<file path="src/rtl/board_pkg.sv">
package board_pkg;

    // ----------------------------------------
    // VGA 640x480 raster

    localparam int w_x     = 10;
    localparam int w_y     = 10;
    localparam int w_color = 4;

    localparam int h_visible = 640;
    localparam int h_front   = 16;
    localparam int h_sync    = 96;
    localparam int h_back    = 48;
    localparam int h_total   = h_visible + h_front + h_sync + h_back;  // 800

    localparam int v_visible = 480;
    localparam int v_front   = 10;
    localparam int v_sync    = 2;
    localparam int v_back    = 33;
    localparam int v_total   = v_visible + v_front + v_sync + v_back;  // 525

    // ----------------------------------------
    // TM1638 module

    localparam int tm_digits = 8;
    localparam int tm_leds   = 8;
    localparam int tm_keys   = 8;
    localparam int w_seg     = 8;  // Segment a in bit 0 and the dot in bit 7

    localparam logic [7:0] cmd_write_auto = 8'h40;  // Write with auto increment
    localparam logic [7:0] cmd_addr_base  = 8'hC0;
    localparam logic [7:0] cmd_display_on = 8'h8F;  // Full brightness
    localparam logic [7:0] cmd_read_keys  = 8'h42;

    function automatic logic [w_seg-1:0] hex_font(input logic [3:0] nibble);
        case (nibble)
            4'h0: hex_font = 8'h3F;
            4'h1: hex_font = 8'h06;
            4'h2: hex_font = 8'h5B;
            4'h3: hex_font = 8'h4F;
            4'h4: hex_font = 8'h66;
            4'h5: hex_font = 8'h6D;
            4'h6: hex_font = 8'h7D;
            4'h7: hex_font = 8'h07;
            4'h8: hex_font = 8'h7F;
            4'h9: hex_font = 8'h6F;
            4'hA: hex_font = 8'h77;
            4'hB: hex_font = 8'h7C;  // Lower case b
            4'hC: hex_font = 8'h39;
            4'hD: hex_font = 8'h5E;  // Lower case d
            4'hE: hex_font = 8'h79;
            default: hex_font = 8'h71;
        endcase
    endfunction

endpackage

</file>
<file path="src/rtl/tm1638_if.sv">
interface tm1638_if import board_pkg::*; ();

    logic [w_seg-1:0]     seg;    // Segment byte of the selected digit
    logic [tm_digits-1:0] digit;  // One-hot digit select
    logic [tm_leds-1:0]   led;
    logic [tm_keys-1:0]   keys;

    modport lab (
        output seg,
        output digit,
        output led,
        input  keys
    );

    modport ctrl (
        input  seg,
        input  digit,
        input  led,
        output keys
    );

endinterface

</file>
<file path="src/rtl/vga_if.sv">
interface vga_if import board_pkg::*; ();

    logic [w_x-1:0] x;
    logic [w_y-1:0] y;
    logic           display_on;
    logic           hsync;       // Active low
    logic           vsync;       // Active low

    modport source (
        output x,
        output y,
        output display_on,
        output hsync,
        output vsync
    );

    modport sink (
        input x,
        input y,
        input display_on
    );

endinterface

</file>
<file path="src/rtl/slow_tick_gen.sv">
module slow_tick_gen #(
    parameter int clk_mhz     = 50,
    parameter int slow_clk_hz = 1
) (
    input  logic clk,
    input  logic reset,
    output logic slow_tick
);

    localparam int period = clk_mhz * 1_000_000 / slow_clk_hz;
    localparam int w_cnt  = period > 1 ? $clog2(period) : 1;

    logic [w_cnt-1:0] cnt;

    assign slow_tick = (cnt == '0);  // One cycle out of every period

    always_ff @(posedge clk) begin
        if (reset || slow_tick) begin
            cnt <= w_cnt'(period - 1);
        end else begin
            cnt <= cnt - 1'b1;
        end
    end

endmodule

</file>
<file path="src/rtl/vga_timing.sv">
module vga_timing import board_pkg::*; #(
    parameter int clk_mhz   = 50,
    parameter int pixel_mhz = 25
) (
    input  logic   clk,
    input  logic   reset,
    vga_if.source  vga
);

    localparam int ratio = clk_mhz / pixel_mhz;
    localparam int w_div = ratio > 1 ? $clog2(ratio) : 1;

    localparam logic [w_x-1:0] h_last   = w_x'(h_total - 1);
    localparam logic [w_y-1:0] v_last   = w_y'(v_total - 1);
    localparam logic [w_x-1:0] hs_start = w_x'(h_visible + h_front);
    localparam logic [w_x-1:0] hs_end   = w_x'(h_visible + h_front + h_sync);
    localparam logic [w_y-1:0] vs_start = w_y'(v_visible + v_front);
    localparam logic [w_y-1:0] vs_end   = w_y'(v_visible + v_front + v_sync);

    logic [w_div-1:0] div_cnt;
    logic             pixel_en;
    logic [w_x-1:0]   h_cnt;
    logic [w_y-1:0]   v_cnt;

    // ----------------------------------------
    // Pixel enable divider

    assign pixel_en = (div_cnt == w_div'(ratio - 1));

    always_ff @(posedge clk) begin
        if (reset || pixel_en) begin
            div_cnt <= '0;
        end else begin
            div_cnt <= div_cnt + 1'b1;
        end
    end

    // ----------------------------------------
    // Raster counters

    always_ff @(posedge clk) begin
        if (reset) begin
            h_cnt <= '0;
            v_cnt <= '0;
        end else if (pixel_en) begin
            if (h_cnt == h_last) begin
                h_cnt <= '0;
                if (v_cnt == v_last) begin
                    v_cnt <= '0;
                end else begin
                    v_cnt <= v_cnt + 1'b1;  // Next line
                end
            end else begin
                h_cnt <= h_cnt + 1'b1;
            end
        end
    end

    // ----------------------------------------
    // Registered outputs one cycle behind the counters

    always_ff @(posedge clk) begin
        if (reset) begin
            vga.display_on <= 1'b0;
            vga.hsync      <= 1'b1;
            vga.vsync      <= 1'b1;
        end else begin
            vga.display_on <= (h_cnt < w_x'(h_visible)) && (v_cnt < w_y'(v_visible));
            vga.hsync      <= !((h_cnt >= hs_start) && (h_cnt < hs_end));
            vga.vsync      <= !((v_cnt >= vs_start) && (v_cnt < vs_end));
        end
    end

    always_ff @(posedge clk) begin
        vga.x <= h_cnt;
        vga.y <= v_cnt;
    end

endmodule

</file>
<file path="src/rtl/tm1638_board_controller.sv">
module tm1638_board_controller import board_pkg::*; #(
    parameter int clk_mhz    = 50,
    parameter int tm_clk_div = 8
) (
    input  logic   clk,
    input  logic   reset,
    tm1638_if.ctrl tm,
    output logic   sio_clk,
    output logic   sio_stb,
    output logic   sio_data_out,
    output logic   sio_data_oe,
    input  logic   sio_data_in
);

    localparam int gap_len  = 2 * tm_clk_div;
    localparam int wait_len = clk_mhz;  // About 1 us before the first key byte
    localparam int cnt_max  = gap_len > wait_len ? gap_len : wait_len;
    localparam int w_cnt    = $clog2(cnt_max);
    localparam int w_byte   = $clog2(2 * tm_digits + 1);
    localparam int w_addr   = $clog2(2 * tm_digits);
    localparam int w_pair   = $clog2(tm_keys / 2);

    localparam logic [1:0] st_gap  = 2'd0;  // Strobe high between frames
    localparam logic [1:0] st_low  = 2'd1;
    localparam logic [1:0] st_high = 2'd2;
    localparam logic [1:0] st_wait = 2'd3;  // Turnaround after the read command

    logic [1:0]         state;
    logic [w_cnt-1:0]   cnt;
    logic [2:0]         bit_idx;
    logic [w_byte-1:0]  byte_idx;
    logic [w_byte-1:0]  load_idx;
    logic [w_byte-1:0]  last_byte;
    logic [1:0]         frame;
    logic [7:0]         tx_shift;
    logic [7:0]         tx_byte;
    logic [7:0]         rx_shift;
    logic [w_addr-1:0]  data_addr;
    logic [w_pair-1:0]  key_pair;
    logic [tm_keys-1:0] key_acc;
    logic [tm_keys-1:0] key_next;
    logic               reading;
    logic               half_done;
    logic               byte_done;
    logic [w_seg-1:0]   digit_buf [tm_digits];

    // ----------------------------------------
    // Digit buffer filled one digit per cycle

    always_ff @(posedge clk) begin
        for (int i = 0; i < tm_digits; i++) begin
            if (tm.digit[i]) begin
                digit_buf[i] <= tm.seg;
            end
        end
    end

    // ----------------------------------------
    // Byte selection

    assign load_idx  = (state == st_gap) ? '0 : byte_idx + 1'b1;
    assign data_addr = w_addr'(load_idx - 1'b1);
    assign reading   = (frame == 2'd3) && (byte_idx != '0);
    assign half_done = (cnt == w_cnt'(tm_clk_div - 1));
    assign byte_done = (state == st_high) && half_done && (bit_idx == 3'd7);
    assign key_pair  = w_pair'(byte_idx - 1'b1);

    always_comb begin
        case (frame)
            2'd0: begin
                tx_byte   = cmd_write_auto;
                last_byte = '0;
            end
            2'd1: begin
                last_byte = w_byte'(2 * tm_digits);  // Address byte plus 16 data bytes
                if (load_idx == '0) begin
                    tx_byte = cmd_addr_base;
                end else if (data_addr[0]) begin
                    tx_byte = {7'b0, tm.led[data_addr[w_addr-1:1]]};
                end else begin
                    tx_byte = digit_buf[data_addr[w_addr-1:1]];
                end
            end
            2'd2: begin
                tx_byte   = cmd_display_on;
                last_byte = '0;
            end
            default: begin
                tx_byte   = (load_idx == '0) ? cmd_read_keys : 8'hFF;
                last_byte = w_byte'(tm_keys / 2);
            end
        endcase
    end

    // Two keys per read byte in bits 0 and 4
    always_comb begin
        key_next                    = key_acc;
        key_next[{key_pair, 1'b0}] = rx_shift[0];
        key_next[{key_pair, 1'b1}] = rx_shift[4];
    end

    // ----------------------------------------
    // Frame and bit sequencer

    always_ff @(posedge clk) begin
        if (reset) begin
            state    <= st_gap;
            cnt      <= '0;
            bit_idx  <= '0;
            byte_idx <= '0;
            frame    <= '0;
            tx_shift <= '1;
            tm.keys  <= '0;
        end else begin
            cnt <= cnt + 1'b1;
            case (state)
                st_gap: if (cnt == w_cnt'(gap_len - 1)) begin
                    cnt      <= '0;
                    tx_shift <= tx_byte;
                    state    <= st_low;
                end
                st_low: if (half_done) begin
                    cnt   <= '0;
                    state <= st_high;  // Rising sio_clk
                end
                st_high: if (half_done) begin
                    cnt <= '0;
                    if (bit_idx != 3'd7) begin
                        bit_idx  <= bit_idx + 1'b1;
                        tx_shift <= {1'b1, tx_shift[7:1]};  // LSB first
                        state    <= st_low;
                    end else if (byte_idx == last_byte) begin
                        bit_idx  <= '0;
                        byte_idx <= '0;
                        frame    <= frame + 1'b1;
                        tx_shift <= '1;
                        state    <= st_gap;
                    end else if (frame == 2'd3 && byte_idx == '0) begin
                        bit_idx  <= '0;
                        tx_shift <= '1;
                        state    <= st_wait;
                    end else begin
                        bit_idx  <= '0;
                        byte_idx <= byte_idx + 1'b1;
                        tx_shift <= tx_byte;
                        state    <= st_low;
                    end
                end
                default: if (cnt == w_cnt'(wait_len - 1)) begin
                    cnt      <= '0;
                    byte_idx <= byte_idx + 1'b1;
                    tx_shift <= tx_byte;
                    state    <= st_low;
                end
            endcase

            if (byte_done && reading && byte_idx == last_byte) begin
                tm.keys <= key_next;  // All four key bytes in
            end
        end
    end

    // ----------------------------------------
    // Key read path

    always_ff @(posedge clk) begin
        if (state == st_low && half_done && reading) begin
            rx_shift <= {sio_data_in, rx_shift[7:1]};
        end
        if (byte_done && reading) begin
            key_acc <= key_next;
        end
    end

    assign sio_clk      = (state != st_low);
    assign sio_stb      = (state == st_gap);
    assign sio_data_out = tx_shift[0];
    assign sio_data_oe  = !reading;  // Released while the module drives keys

endmodule

</file>
<file path="src/rtl/lab_top.sv">
module lab_top import board_pkg::*; #(
    parameter int w_key = 12,
    parameter int w_sw  = 3,
    parameter int w_led = 12
) (
    input  logic               clk,
    input  logic               reset,
    input  logic               slow_tick,
    input  logic [w_key-1:0]   key,
    input  logic [w_sw-1:0]    sw,
    output logic [w_led-1:0]   led,
    tm1638_if.lab              tm,
    vga_if.sink                vga,
    output logic [w_color-1:0] red,
    output logic [w_color-1:0] green,
    output logic [w_color-1:0] blue
);

    localparam int w_idx = $clog2(tm_digits);

    logic [31:0]      counter;
    logic [w_idx-1:0] digit_idx;

    // ----------------------------------------
    // Counter

    always_ff @(posedge clk) begin
        if (reset || key[0]) begin
            counter <= '0;
        end else if (slow_tick && sw[0]) begin
            counter <= counter + 1'b1;
        end
    end

    assign led    = counter[w_led-1:0] ^ w_led'(key);
    assign tm.led = led[w_led-1 -: tm_leds];  // Upper LED bits belong to the TM1638

    // ----------------------------------------
    // Hex digits with one digit per cycle

    always_ff @(posedge clk) begin
        if (reset) begin
            digit_idx <= '0;
        end else begin
            digit_idx <= digit_idx + 1'b1;
        end
    end

    assign tm.seg   = hex_font(counter[{digit_idx, 2'b00} +: 4]);
    assign tm.digit = tm_digits'(1) << digit_idx;

    // ----------------------------------------
    // Pixel colors

    always_ff @(posedge clk) begin
        if (reset || !vga.display_on) begin
            red   <= '0;
            green <= '0;
            blue  <= '0;
        end else begin
            red   <= vga.x[7 -: w_color];    // Vertical stripes
            green <= vga.y[7 -: w_color];    // Horizontal stripes
            blue  <= counter[w_color-1:0];
        end
    end

endmodule

</file>
<file path="src/rtl/board_top.sv">
module board_top import board_pkg::*; #(
    parameter int clk_mhz     = 50,
    parameter int pixel_mhz   = 25,
    parameter int slow_clk_hz = 1,
    parameter int tm_clk_div  = 8
) (
    input  logic               clk,
    input  logic               reset,
    input  logic [3:0]         key,
    input  logic [2:0]         sw,
    output logic [3:0]         led,
    output logic               sio_clk,
    output logic               sio_stb,
    output logic               sio_data_out,
    output logic               sio_data_oe,
    input  logic               sio_data_in,
    output logic               vga_hs,
    output logic               vga_vs,
    output logic [w_color-1:0] vga_r,
    output logic [w_color-1:0] vga_g,
    output logic [w_color-1:0] vga_b
);

    localparam int w_key_top = tm_keys + $bits(key);
    localparam int w_led_top = tm_leds + $bits(led);

    logic                 slow_tick;
    logic [w_key_top-1:0] key_top;
    logic [w_led_top-1:0] led_top;

    tm1638_if tm_bus ();
    vga_if    vga_bus ();

    // ----------------------------------------
    // TM1638 bits sit above the regular bits

    assign key_top = {tm_bus.keys, key};
    assign led     = led_top[$bits(led)-1:0];  // Upper part reaches the TM1638 through tm_bus

    assign vga_hs = vga_bus.hsync;
    assign vga_vs = vga_bus.vsync;

    // ----------------------------------------

    slow_tick_gen #(
        .clk_mhz     (clk_mhz),
        .slow_clk_hz (slow_clk_hz)
    ) i_slow_tick_gen (
        .clk       (clk),
        .reset     (reset),
        .slow_tick (slow_tick)
    );

    vga_timing #(
        .clk_mhz   (clk_mhz),
        .pixel_mhz (pixel_mhz)
    ) i_vga_timing (
        .clk   (clk),
        .reset (reset),
        .vga   (vga_bus)
    );

    tm1638_board_controller #(
        .clk_mhz    (clk_mhz),
        .tm_clk_div (tm_clk_div)
    ) i_tm1638 (
        .clk          (clk),
        .reset        (reset),
        .tm           (tm_bus),
        .sio_clk      (sio_clk),
        .sio_stb      (sio_stb),
        .sio_data_out (sio_data_out),
        .sio_data_oe  (sio_data_oe),
        .sio_data_in  (sio_data_in)
    );

    lab_top #(
        .w_key (w_key_top),
        .w_sw  ($bits(sw)),
        .w_led (w_led_top)
    ) i_lab_top (
        .clk       (clk),
        .reset     (reset),
        .slow_tick (slow_tick),
        .key       (key_top),
        .sw        (sw),
        .led       (led_top),
        .tm        (tm_bus),
        .vga       (vga_bus),
        .red       (vga_r),
        .green     (vga_g),
        .blue      (vga_b)
    );

endmodule

</file>
<file path="config.mk">
export PLATFORM = sky130hd
export DESIGN_NAME = board_top
export DESIGN_NICKNAME = d
export VERILOG_FILES = /design/src/rtl/board_pkg.sv /design/src/rtl/tm1638_if.sv /design/src/rtl/vga_if.sv /design/src/rtl/slow_tick_gen.sv /design/src/rtl/vga_timing.sv /design/src/rtl/tm1638_board_controller.sv /design/src/rtl/lab_top.sv /design/src/rtl/board_top.sv
export SDC_FILE = /design/constraint.sdc
export NUM_CORES = 1
export LEC_CHECK = 0
export BUFFER_PORTS_ARGS = -buffer_cell sky130_fd_sc_hd__buf_2
export CAP_MARGIN = 10
export CORE_MARGIN = 2
export CORE_UTILIZATION = 59
export CTS_BUF_LIST = sky130_fd_sc_hd__clkbuf_2 sky130_fd_sc_hd__clkbuf_4 sky130_fd_sc_hd__clkbuf_8
export CTS_CLUSTER_DIAMETER = 200
export CTS_CLUSTER_SIZE = 10
export DETAILED_ROUTE_END_ITERATION = 6
export GPL_TIMING_DRIVEN = 0
export PLACE_DENSITY = 0.73
export SKIP_CTS_REPAIR_TIMING = 1
export SLEW_MARGIN = 25
export SYNTH_ARGS = -nofsm -noshare
export SYNTH_HDL_FRONTEND = slang
export SYNTH_HIERARCHICAL = 1
export SYNTH_SLANG_ARGS = --single-unit
export TNS_END_PERCENT = 5
</file>
<file path="constraint.sdc">
create_clock -name clk -period 7.1 [get_ports clk]
set_input_delay 0.355 -clock clk [delete_from_list [all_inputs] [get_ports clk]]
set_output_delay 0.355 -clock clk [all_outputs]
set_load 0.01 [all_outputs]
</file>
==> summary.md <==
| Metric | Value |
|---|---|
| Number of global-route vias before repair | 7,126 |
| DP Wirelength | 14,900 um |
| Unrepaired setup endpoints after global routing | false |
| First-pass GRT wire length | 35,400 um |
| Drt first pass iters | 5 |
| Worst R2R End | i_lab_top/counter[22] |
| Total Wirelength | 21,400 um |
| Worst slew pin tran | 0.910 ns |
| Critical Path Source | i_slow_tick_gen/cnt[11] |
| YS warnings | 6 |
| Setup TNS | 0 ns |
| Post-Syn Area | 0.0106 mm^2 |
| Row count | 49 |
| Slew Limit Fails | 0 |
| Largest net degree at the start of global routing | 15 |
| Synth Net Count | 1,032 |
| Final #Nets | 1,089 |
| Dpl ws | 2.79 ns |
| Initial DRC Count | 495 |
| Non-Filler Instances | 1,283 |
| Critical path fanouts, max | 10 |
| Max-slew headroom | 0.392 |
| Share of cells above drive strength 1 | 0.139 |
| Placed insts | 1,243 |
| Diode count | 0 |
| Initial antenna violation count | 0 |
| DRC | 0 |
| Worst Path Arrival | 4.80 ns |
| Via count | 7,603 |
| WS Path Type | reg -> reg |
| Worst setup path end | i_lab_top/counter[22] |
| Crit start category | flop |
| Cts bufs inserted | 25 |
| PD cells | 190 mW/mm^2 |
| Final min period | 4.38 ns |
| Min setup slack post-route | 2.72 ns |
| I/O pins | 32 |
| CTS Buffer Depth | 3 |
| Fill cells | 1,412 |
| # port buffers | 29 |
| Crit end category | flop |
| Die Ht | 138 um |
| Die area | 0.0191 mm^2 |
| Initial Util | 0.596 |
| Critical path required time | 7.51 ns |
| CTS tree | built |
| VDD IR-drop max | 0.152 mV |
| Final Skew | 0.0195 ns |
| Syn_area_per_cell | 10.8 um^2 |
| Area Growth Syn to Fin | 8.42% |
| Die width | 138 um |
| Gpl congestion | 0.890 |
| Run status | finished, final reports clean |
| Clock sinks | 219 |
| RR Startpoint | i_slow_tick_gen/cnt[11] |
| Routed vias/inst | 5.93 |
| Detail Route Antenna Nets | 0 |
| Max Cap Viol | 0 |
| Setup violators final | 0 |
| Total gr overflow | 0 |
| Drt wl/cell | 16.7 um |
| CTS Root Buffer Type | clkbuf_8 |
| Fmax | 228 MHz |
| Number of hold violations in the final report | 0 |
| Clock Pin Slew Worst Setup and Hold Paths | 0.07 ns |
| Core ar. | 0.0178 mm^2 |
| Synth Instances | 985 |
| Fin crit share | 0.617 |
| HP Class | in -> reg |
| All-Layer GR Usage | 0.220 |
| Clk Latency, worst-skew pair | 0.55 ns |
| R2R Setup Slk | 2.72 ns |
| FF-to-FF path depth | 10 |
| P_leak | 3.97 nW |
| H-Tree Depth | 1 |
-- registers in the layout, indices dropped and copies added (netlist names), 3 cells and up --
register / cells
i_lab_top/blue: 4
i_lab_top/counter: 32
i_lab_top/digit_idx: 3
i_lab_top/green: 4
i_lab_top/red: 4
i_slow_tick_gen/cnt: 26
i_tm1638/bit_idx: 3
i_tm1638/byte_idx: 5
i_tm1638/cnt: 6
i_tm1638/digit_buf: 64
i_tm1638/key_acc: 8
i_tm1638/rx_shift: 8
i_tm1638/tm.keys: 8
i_tm1638/tx_shift: 8
i_vga_timing/h_cnt: 10
i_vga_timing/v_cnt: 10
i_vga_timing/vga.x: 4
i_vga_timing/vga.y: 4
-- power breakdown --
group,internal (mW),switching [mW]
Clock,0.394,0.417
Combinational,0.0213,0.0415
Sequential,1.31,0.00891
-- stage by stage --
step / hold slack, ns / total power [mW] / area (um^2) / utilization
2_1_floorplan: 0.375 / 1.39 / 10600 / -
3_3_place_gp: 0.393 / 1.41 / 11100 / 0.620
3_5_place_dp: 0.392 / 1.41 / 11100 / 0.620
4_1_cts: -0.0377 / 2.22 / 11500 / 0.645
5_1_grt: 0.103 / 2.28 / 11500 / 0.646
6_report: 0.136 / 2.19 / 11500 / 0.646
-- cell usage in the layout (no fill, tap or decap), types with 28 or more instances in the layout --
master	instances
clkbuf_1	28
edfxtp_1	80
or4_1	28
nand3_1	39
ha_1	37
mux2i_1	31
dfxtp_1	139
xor2_1	30
buf_2	43
inv_1	40
nor3_1	36
nand2_1	50
a21oi_1	43
nor2_1	91
-- critical path: stages (launching register included) --
cell      delay (ns)
dfxtp_1         0.35
or4_1           0.57
or4_4           0.56
buf_2           0.21
nor3_1          0.56
nand3_1         0.36
or4_1           0.65
clkbuf_1        0.28
clkbuf_1        0.33
o31ai_1         0.29
a21oi_1         0.10
-- layer usage --
| metal | vias to the layer above | share of wire | GRT usage |
|---|---|---|---|
| met4 | 0 | 0.018 | 0.0569 |
| met3 | 34 | 0.042 | 0.0301 |
| met2 | 154 | 0.47 | 0.361 |
| met1 | 3665 | 0.47 | 0.312 |
| met5 | - | 0 | 0 |
| li1 | 3750 | - | - |
-- cell type report --
type | count | area [um^2] | area share
sequential | 219 | 5180 | 0.450
multi-input combinational | 672 | 5020 | 0.436
clock buffer | 38 | 442 | 0.0383
tap | 229 | 287 | 0.0249
buffer | 54 | 273 | 0.0237
timing repair buffer | 30 | 155 | 0.0135
inverter | 40 | 150 | 0.0130
clock inverter | 1 | 11.3 | 0.000977
-- worst min-delay path by stage --
| stage | startpoint | endpoint | slack (ns) | cells after the start |
|---|---|---|---|---|
| final | sw[0] | i_lab_top/counter[1] | 0.14 | 3 |
| after global routing | sw[0] | i_lab_top/counter[1] | 0.10 | 3 |
| after global placement | i_vga_timing/v_cnt[7] | i_vga_timing/vga.y[7] | 0.39 | 0 |
| after floorplan | i_vga_timing/v_cnt[7] | i_vga_timing/vga.y[7] | 0.38 | 0 |
| after detailed placement | i_vga_timing/v_cnt[7] | i_vga_timing/vga.y[7] | 0.39 | 0 |
| after CTS | sio_data_in | i_tm1638/rx_shift[7] | -0.04 | 1 |
No activity file was read; power rests on OpenSTA's default activity.
